<file path="config.mk">
export PLATFORM = sky130hd
export DESIGN_NAME = etx_top
export DESIGN_NICKNAME = d
export VERILOG_FILES = /design/src/verilog/etx_pkg.sv /design/src/verilog/etx_cfg.sv /design/src/verilog/etx_remap.sv /design/src/verilog/etx_pins.sv /design/src/verilog/etx_top.sv
export VERILOG_INCLUDE_DIRS = /design/src /design/src/include
export SDC_FILE = /design/constraint.sdc
export NUM_CORES = 1
export LEC_CHECK = 0
export BUFFER_PORTS_ARGS = -buffer_cell sky130_fd_sc_hd__buf_2
export CORE_MARGIN = 2
export CORE_UTILIZATION = 51
export CTS_CLUSTER_DIAMETER = 200
export DETAILED_ROUTE_END_ITERATION = 8
export PLACE_DENSITY_LB_ADDON = 0.2
export SYNTH_ARGS = -nofsm -noshare
export SYNTH_HDL_FRONTEND = slang
export SYNTH_HIERARCHICAL = 1
export SYNTH_SLANG_ARGS = --single-unit
export TNS_END_PERCENT = 100
</file>
<file path="constraint.sdc">
create_clock -name clk -period 5 [get_ports clk]
set_input_delay 0.5 -clock clk [delete_from_list [all_inputs] [get_ports clk]]
set_output_delay 0.5 -clock clk [all_outputs]
set_load 0.03 [all_outputs]
</file>
<file path="src/include/etx_regmap.svh">
/*
 * word indices of the tx configuration register map
 */
`ifndef ETX_REGMAP_SVH
`define ETX_REGMAP_SVH

// index = mi_addr[RFAW+1:2], byte offset bits ignored
// left unsized so they compare against any RFAW

// version word, 16 bits, writable
`define E_VERSION   0

// chip id, 12 bits, reset DEFAULT_CHIPID
`define E_CHIPID    1

// tx config, 11 bits
`define ETX_CFG     2

// sticky events + live sent count, read only
`define ETX_STATUS  3

// static pin levels for gpio mode, 9 bits
`define ETX_GPIO    4

`endif

</file>
<file path="src/verilog/etx_pkg.sv">
/*
 * shared types for the mesh link transmit path
 * mesh packet, decoded tx config, stage events, status width
 */
`default_nettype none

package etx_pkg;

   // ####################
   // mesh packet
   // ####################

   // one mesh transaction, access strobe travels beside it
   typedef struct packed {
      logic        write;      // 1 = write, 0 = read request
      logic [1:0]  datamode;   // transfer size
      logic [3:0]  ctrlmode;   // emesh ctrl tag
      logic [31:0] dst_addr;   // upper 12 bits = target chip id
      logic [31:0] data;
      logic [31:0] src_addr;   // return address for reads
   } emesh_packet_t;           // 103 bits

   // ####################
   // static config
   // ####################

   // fields decoded from the raw ETX_CFG / ETX_GPIO / E_CHIPID words
   typedef struct packed {
      logic        tx_enable;        // off = drop everything
      logic        remap_enable;     // cfg[3:2] == 01
      logic [3:0]  ctrlmode;         // override value
      logic        ctrlmode_bypass;  // use ctrlmode above
      logic        gpio_enable;      // pins driven static
      logic        tp_enable;        // pins toggle 155/0aa
      logic [8:0]  gpio_data;        // static pin levels
      logic [11:0] chipid;           // this chip, for remap
   } tx_cfg_t;                       // 30 bits

   // ####################
   // stage events
   // ####################

   // low three bits line up with status bits 2:0
   typedef struct packed {
      logic [7:0] count;          // live sent count, etx_pins only
      logic       remapped;       // status bit 2
      logic       drop_mode;      // status bit 1, gpio/test drop
      logic       drop_disabled;  // status bit 0, tx off drop
   } tx_event_t;

   // status word width, zero above bit 10
   localparam int ETX_STATUS_W = 16;

endpackage

`default_nettype wire

</file>
<file path="src/verilog/etx_cfg.sv">
/*
 * tx configuration register file
 * address decode, five registers, sticky status, registered readback
 */
`timescale 1ns/1ps
`default_nettype none

`include "etx_regmap.svh"

module etx_cfg #(
   parameter int          RFAW            = 6,        // register index width
   parameter logic [11:0] DEFAULT_CHIPID  = 12'h808,
   parameter logic [15:0] DEFAULT_VERSION = 16'h0000
) (
   input  logic               clk,
   input  logic               reset,
   // memory interface
   input  logic               mi_en,
   input  logic               mi_we,
   input  logic [RFAW+1:0]    mi_addr,   // byte address, bits 1:0 ignored
   input  logic [31:0]        mi_din,
   output logic [31:0]        mi_dout,   // valid the cycle after a read
   // decoded config out, events in
   output etx_pkg::tx_cfg_t   cfg,
   input  etx_pkg::tx_event_t ev_remap,
   input  etx_pkg::tx_event_t ev_pins
);
   import etx_pkg::*;

   logic [RFAW-1:0]         reg_idx;
   logic                    mi_write;
   logic                    mi_read;
   logic                    version_we;
   logic                    chipid_we;
   logic                    config_we;
   logic                    gpio_we;
   logic [15:0]             version_reg;
   logic [11:0]             chipid_reg;
   logic [10:0]             config_reg;  // raw ETX_CFG bits
   logic [8:0]              gpio_reg;
   logic [2:0]              sticky_reg;  // drop_disabled, drop_mode, remapped
   tx_event_t               ev_all;
   logic [ETX_STATUS_W-1:0] status_word;

   // ####################
   // address decode
   // ####################

   assign reg_idx  = mi_addr[RFAW+1:2];  // word index
   assign mi_write = mi_en & mi_we;
   assign mi_read  = mi_en & ~mi_we;

   // per register write enables, status has none
   assign version_we = mi_write & (reg_idx == `E_VERSION);
   assign chipid_we  = mi_write & (reg_idx == `E_CHIPID);
   assign config_we  = mi_write & (reg_idx == `ETX_CFG);
   assign gpio_we    = mi_write & (reg_idx == `ETX_GPIO);

   // ####################
   // registers
   // ####################

   always_ff @(posedge clk)
   begin
      if (reset)
      begin
         version_reg <= DEFAULT_VERSION;
         chipid_reg  <= DEFAULT_CHIPID;
         config_reg  <= '0;
         gpio_reg    <= '0;
      end
      else
      begin
         if (version_we)
            version_reg <= mi_din[15:0];
         if (chipid_we)
            chipid_reg <= mi_din[11:0];
         if (config_we)
            config_reg <= mi_din[10:0];  // bit 1 (mmu) kept for readback only
         if (gpio_we)
            gpio_reg <= mi_din[8:0];
      end
   end

   // field decode, same bit layout as the link spec
   assign cfg.tx_enable       = config_reg[0];
   assign cfg.remap_enable    = (config_reg[3:2] == 2'b01);
   assign cfg.ctrlmode        = config_reg[7:4];
   assign cfg.ctrlmode_bypass = config_reg[8];
   assign cfg.gpio_enable     = (config_reg[10:9] == 2'b01);
   assign cfg.tp_enable       = (config_reg[10:9] == 2'b10);  // 11 = neither
   assign cfg.gpio_data       = gpio_reg;
   assign cfg.chipid          = chipid_reg;

   // ####################
   // status
   // ####################

   // each stage only drives its own bits, rest are zero
   assign ev_all = ev_remap | ev_pins;

   // sticky until reset
   always_ff @(posedge clk)
   begin
      if (reset)
         sticky_reg <= '0;
      else
         sticky_reg <= sticky_reg | {ev_all.remapped, ev_all.drop_mode,
                                     ev_all.drop_disabled};
   end

   // events low, live count above, zero on top
   assign status_word = {{(ETX_STATUS_W - 11){1'b0}}, ev_all.count, sticky_reg};

   // ####################
   // readback
   // ####################

   // pipelined mux, zero whenever no read is in flight
   always_ff @(posedge clk)
   begin
      if (reset)
         mi_dout <= '0;
      else if (mi_read)
      begin
         case (reg_idx)
            `E_VERSION:  mi_dout <= {16'b0, version_reg};
            `E_CHIPID:   mi_dout <= {20'b0, chipid_reg};
            `ETX_CFG:    mi_dout <= {21'b0, config_reg};
            `ETX_STATUS: mi_dout <= {{(32 - ETX_STATUS_W){1'b0}}, status_word};
            `ETX_GPIO:   mi_dout <= {23'b0, gpio_reg};
            default:     mi_dout <= '0;  // unmapped
         endcase
      end
      else
         mi_dout <= '0;
   end

endmodule

`default_nettype wire

</file>
<file path="src/verilog/etx_remap.sv">
/*
 * tx execute stage, one packet per cycle
 * enable drop, chip id remap, ctrlmode override
 */
`timescale 1ns/1ps
`default_nettype none

module etx_remap (
   input  logic                  clk,
   input  logic                  reset,
   input  etx_pkg::tx_cfg_t      cfg,
   // from mesh
   input  logic                  in_access,  // one cycle per packet
   input  etx_pkg::emesh_packet_t in_packet,
   // to result stage
   output logic                  st_access,
   output etx_pkg::emesh_packet_t st_packet,
   output etx_pkg::tx_event_t    ev
);
   import etx_pkg::*;

   emesh_packet_t pkt_next;       // modified packet before the stage reg
   logic          drop_dis_q;
   logic          remapped_q;

   // ####################
   // packet rewrite
   // ####################

   always_comb
   begin
      pkt_next = in_packet;
      // upper 12 destination bits select the target chip
      if (cfg.remap_enable)
         pkt_next.dst_addr[31:20] = cfg.chipid;
      if (cfg.ctrlmode_bypass)
         pkt_next.ctrlmode = cfg.ctrlmode;  // forced tag
   end

   // ####################
   // stage register
   // ####################

   always_ff @(posedge clk)
   begin
      if (reset)
      begin
         st_access  <= 1'b0;
         drop_dis_q <= 1'b0;
         remapped_q <= 1'b0;
      end
      else
      begin
         st_access  <= in_access & cfg.tx_enable;   // tx off, nothing passes
         drop_dis_q <= in_access & ~cfg.tx_enable;
         remapped_q <= in_access & cfg.tx_enable & cfg.remap_enable;
      end
   end

   // payload, only loads on a strobe
   always_ff @(posedge clk)
   begin
      if (in_access)
         st_packet <= pkt_next;
   end

   // one cycle pulses, count and drop_mode belong to etx_pins
   assign ev = '{count:         8'd0,
                 remapped:      remapped_q,
                 drop_mode:     1'b0,
                 drop_disabled: drop_dis_q};

endmodule

`default_nettype wire

</file>
<file path="src/verilog/etx_pins.sv">
/*
 * tx result stage
 * output mode select, test pattern, sent packet counter
 */
`timescale 1ns/1ps
`default_nettype none

module etx_pins (
   input  logic                   clk,
   input  logic                   reset,
   input  etx_pkg::tx_cfg_t       cfg,
   // from execute stage
   input  logic                   st_access,
   input  etx_pkg::emesh_packet_t st_packet,
   // link side
   output logic                   tx_out_access,
   output etx_pkg::emesh_packet_t tx_out_packet,
   output logic [8:0]             tx_pins,
   output etx_pkg::tx_event_t     ev
);
   localparam logic [8:0] TP_A = 9'h155;  // first pattern word
   localparam logic [8:0] TP_B = 9'h0AA;

   logic       mode_drop;    // pins owned by gpio or test pattern
   logic       tp_phase;     // 0 = TP_A next
   logic [7:0] sent_cnt;     // wraps at 256
   logic       drop_mode_q;

   assign mode_drop = cfg.gpio_enable | cfg.tp_enable;

   // ####################
   // packet path
   // ####################

   always_ff @(posedge clk)
   begin
      if (reset)
      begin
         tx_out_access <= 1'b0;
         drop_mode_q   <= 1'b0;
         sent_cnt      <= '0;
      end
      else
      begin
         tx_out_access <= st_access & ~mode_drop;
         drop_mode_q   <= st_access & mode_drop;   // pulse per lost packet
         if (st_access & ~mode_drop)
            sent_cnt <= sent_cnt + 8'd1;
      end
   end

   // payload reg
   always_ff @(posedge clk)
   begin
      if (st_access)
         tx_out_packet <= st_packet;
   end

   // ####################
   // pin levels
   // ####################

   always_ff @(posedge clk)
   begin
      if (reset)
      begin
         tx_pins  <= '0;
         tp_phase <= 1'b0;
      end
      else if (cfg.tp_enable)
      begin
         tx_pins  <= tp_phase ? TP_B : TP_A;
         tp_phase <= ~tp_phase;  // flip every cycle
      end
      else
      begin
         // phase parked so the next test run starts at 155
         tx_pins  <= cfg.gpio_enable ? cfg.gpio_data : 9'd0;
         tp_phase <= 1'b0;
      end
   end

   // remap bits are raised in etx_remap
   assign ev = '{count:         sent_cnt,
                 remapped:      1'b0,
                 drop_mode:     drop_mode_q,
                 drop_disabled: 1'b0};

endmodule

`default_nettype wire

</file>
<file path="src/verilog/etx_top.sv">
/*
 * mesh link transmit top
 * register file, execute stage and result stage
 */
`timescale 1ns/1ps
`default_nettype none

module etx_top #(
   parameter int          RFAW            = 6,
   parameter logic [11:0] DEFAULT_CHIPID  = 12'h808,
   parameter logic [15:0] DEFAULT_VERSION = 16'h0000
) (
   input  logic                   clk,
   input  logic                   reset,
   // memory interface
   input  logic                   mi_en,
   input  logic                   mi_we,
   input  logic [RFAW+1:0]        mi_addr,
   input  logic [31:0]            mi_din,
   output logic [31:0]            mi_dout,
   // mesh in, link out
   input  logic                   tx_in_access,
   input  etx_pkg::emesh_packet_t tx_in_packet,
   output logic                   tx_out_access,
   output etx_pkg::emesh_packet_t tx_out_packet,
   output logic [8:0]             tx_pins
);
   import etx_pkg::*;

   tx_cfg_t       cfg;
   logic          st_access;   // execute -> result
   emesh_packet_t st_packet;
   tx_event_t     ev_remap;
   tx_event_t     ev_pins;

   // decode
   etx_cfg #(
      .RFAW            (RFAW),
      .DEFAULT_CHIPID  (DEFAULT_CHIPID),
      .DEFAULT_VERSION (DEFAULT_VERSION)
   ) u_cfg (
      .clk      (clk),
      .reset    (reset),
      .mi_en    (mi_en),
      .mi_we    (mi_we),
      .mi_addr  (mi_addr),
      .mi_din   (mi_din),
      .mi_dout  (mi_dout),
      .cfg      (cfg),
      .ev_remap (ev_remap),
      .ev_pins  (ev_pins)
   );

   // execute
   etx_remap u_remap (
      .clk       (clk),
      .reset     (reset),
      .cfg       (cfg),
      .in_access (tx_in_access),
      .in_packet (tx_in_packet),
      .st_access (st_access),
      .st_packet (st_packet),
      .ev        (ev_remap)
   );

   // result
   etx_pins u_pins (
      .clk           (clk),
      .reset         (reset),
      .cfg           (cfg),
      .st_access     (st_access),
      .st_packet     (st_packet),
      .tx_out_access (tx_out_access),
      .tx_out_packet (tx_out_packet),
      .tx_pins       (tx_pins),
      .ev            (ev_pins)
   );

endmodule

`default_nettype wire

</file>
==> flow_summary.json <==
{
  "die_x_um": 146,
  "maxCapViolCount": 0,
  "synth_fa_ha_area_frac": 0.00122,
  "cts_root_buffer": "clkbuf_16",
  "end_kind": "flip-flop",
  "synth-async-reset-ratio": 0,
  "synth_compound_area_frac": 0.0308,
  "yosysUniqueCellTypes": 45,
  "grt_use_total": 0.194,
  "synth.mux.area_fraction": 0.0744,
  "drc": 0,
  "synth-xor-area-share": 0.00171,
  "switching_share": 0.190,
  "seq_area_um2": 7990,
  "yosysWarningCount": 6,
  "worstMarginPinSlew_ns": 0.961,
  "synth_edf_count": 206,
  "slew_headroom": 0.356,
  "rows": 51,
  "vdd_drop_max_v": 0.000255,
  "largest_registers": "u_pins/tx_out_packet (103), u_remap/st_packet (103)",
  "cts_hold_buf": 0,
  "yosysSeqAreaShare": 0.781,
  "grt_pass1_wl_um": 32600,
  "period_needed_ns": 2.13,
  "rsz0062_at_grt": "false",
  "p_clk_frac": 0.433,
  "drive_above_1_share": 0.381,
  "fmax_mhz": 470,
  "hp-class": "primary input to flip-flop",
  "ys.flop_type": "edfxtp_1",
  "dieArea_um2": 21200,
  "multi_input_area_um2": 1890,
  "synth_top_family_by_area": "multiplexers",
  "synth.avg_cell_area_um2": 16.4,
  "fillCellCount": 1473,
  "wl_per_cell_um": 18.0,
  "totalWireLength_um": 21000,
  "layout_commonest_cell": "buf_2",
  "path_clk_slew_ns": 0.06,
  "cts_resized": 0,
  "cts_tree": "built",
  "fin_skew_ns": 0.00764,
  "via_per_inst": 4.95,
  "slew_viol_final": 0,
  "timing.setup.tns_ns": 0,
  "vias": 5777,
  "antenna_found_initial": 1,
  "clock_latency_ns": 0.53,
  "criticalPathCategory": "flip-flop to flip-flop",
  "n_antenna_cell": 0,
  "fin_nets": 1028,
  "portBuffers": 258,
  "fin_cells": 1167,
  "syn_to_final_growth_pct": 22.7,
  "place_inst": 1113,
  "cts_buffer_depth": 3,
  "p_switching_w": 0.000960,
  "cp.required_ns": 5.45,
  "post_cts_buffers": 0,
  "drt_iter0_drc": 399,
  "gp_congestion": 0.837,
  "mostFrequentLayoutCells": "buf_2, edfxtp_1, dfxtp_1, nor2_1, mux2i_1",
  "reg2reg_setup_slack_ns": 2.87,
  "p_comb_frac": 0.028,
  "clock_sink_count": 296,
  "syn_area_um2": 10200,
  "synthSimpleGateAreaFrac": 0.0671,
  "fin_crit_sh": 0.426,
  "synth-seq-cells": 296,
  "powerDensity_nw_per_um2": 402,
  "core_um2": 19600,
  "antenna_left": 0,
  "pwr-share-seq": 0.540,
  "worstSetupStartpointType": "flip-flop",
  "h-tree-depth": 1,
  "grt_pass1_vias": 5911,
  "final-setup-viol-count": 0,
  "hpwl_um": 14700,
  "grt_overflow": 0,
  "hold_viol": 0,
  "leakage_nw": 5.15,
  "die-height_um": 146,
  "numCtsBuffers": 29,
  "dr.pass1.iters": 7,
  "boundaryPins": 293,
  "synth_cells": 622,
  "internal_power_w": 0.00408,
  "status": "complete, no violations",
  "cp.arrival_ns": 2.58,
  "cp_max_fo": 50,
  "grt_max_degree": 77,
  "initial_core_util": 0.522
}
## power groups by stage
stage / combinational, W / clock, W / sequential (W)
global placement: 0.000134 / 0 / 0.00277
global route: 0.000152 / 0.00233 / 0.00273
detailed placement: 0.000138 / 0 / 0.00278
CTS: 0.000140 / 0.00223 / 0.00272
floorplan: 0.0000712 / 0 / 0.00277
finish: 0.000139 / 0.00218 / 0.00272
## critical path, stage by stage (launching register included)
cell and delay, ns:
dfxtp_4 0.76, or3b_1 0.57, or4_1 0.55, a21oi_1 0.16
## final cells by class
cell class	instances	area share
flip-flops and latches	296	0.637
repair buffers	262	0.105
clock buffers	46	0.0741
well taps	265	0.0264
inverters	2	0.000598
multi-input cells	288	0.151
clock inverters	8	0.00568
## worst paths after layout
path                                         from                                 end  cells past startpoint
hold reg to reg   u_remap/st_packet[51]$_DFFE_PP_  u_pins/tx_out_packet[51]$_DFFE_PP_                      0
hold / removal                   tx_in_packet[83]     u_remap/st_packet[83]$_DFFE_PP_                      1
setup reg to reg     u_remap/st_access$_SDFF_PP0_     u_pins/sent_cnt[7]$_SDFFE_PP0P_                      3
setup / recovery     u_remap/st_access$_SDFF_PP0_     u_pins/sent_cnt[7]$_SDFFE_PP0P_                      3
## cells in the mapped netlist, types with 2 or more instances
cell type  number  share of area
and3_1          2         0.0012
or4_1           3         0.0022
nand4_1         2         0.0012
o31ai_1         2         0.0015
and3_2          5         0.0037
o211ai_1        2         0.0015
a21oi_1        30          0.015
nand2_1        23         0.0084
inv_1           2        0.00073
nor3b_1         3         0.0022
o2bb2ai_1       2         0.0017
mux2i_1        49          0.048
a211o_1         2         0.0017
buf_6           5         0.0055
clkbuf_1        9         0.0033
a222oi_1        9         0.0088
nor3_1          4         0.0020
buf_2           3         0.0015
o21ai_0         2        0.00098
nor2b_1         6         0.0037
conb_1          3         0.0011
nor2_1         71          0.026
nand3_1         5         0.0024
buf_4          42          0.031
and2_1          3         0.0018
mux2_4          9          0.013
dfxtp_1        90           0.18
mux2_2         12          0.013
edfxtp_1      206           0.61
## metrics by stage
stage,utilization,hold WS [ns],setup slack [ns],instance area (um^2),power [W]
2_1_floorplan,-,0.400,1.11,10300,0.00284
3_3_place_gp,0.589,0.400,2.49,11500,0.00290
3_5_place_dp,0.589,0.405,2.41,11500,0.00291
4_1_cts,0.641,0.118,2.85,12500,0.00509
5_1_grt,0.641,0.118,2.76,12500,0.00521
6_report,0.641,0.145,2.87,12500,0.00504
## kinds of logic after synthesis
family	count (synthesis)
buffers and inverters	62
XOR/XNOR	2
AND/OR/NAND/NOR	139
multiplexers	70
AO/OA/AOI/OAI	49
adder cells (fa/ha/maj)	1
other	3
flip-flops	296
## per-layer routing
layer	track usage	vias up	wire length [um]	part of all wire
li1	-	2736	-	-
met1	0.257	2754	8740	0.42
met2	0.331	255	10400	0.50
met3	0.0376	30	1460	0.070
met4	0.0480	2	361	0.017
met5	0	-	16	0.00076
(Power assumes the default switching activity.)
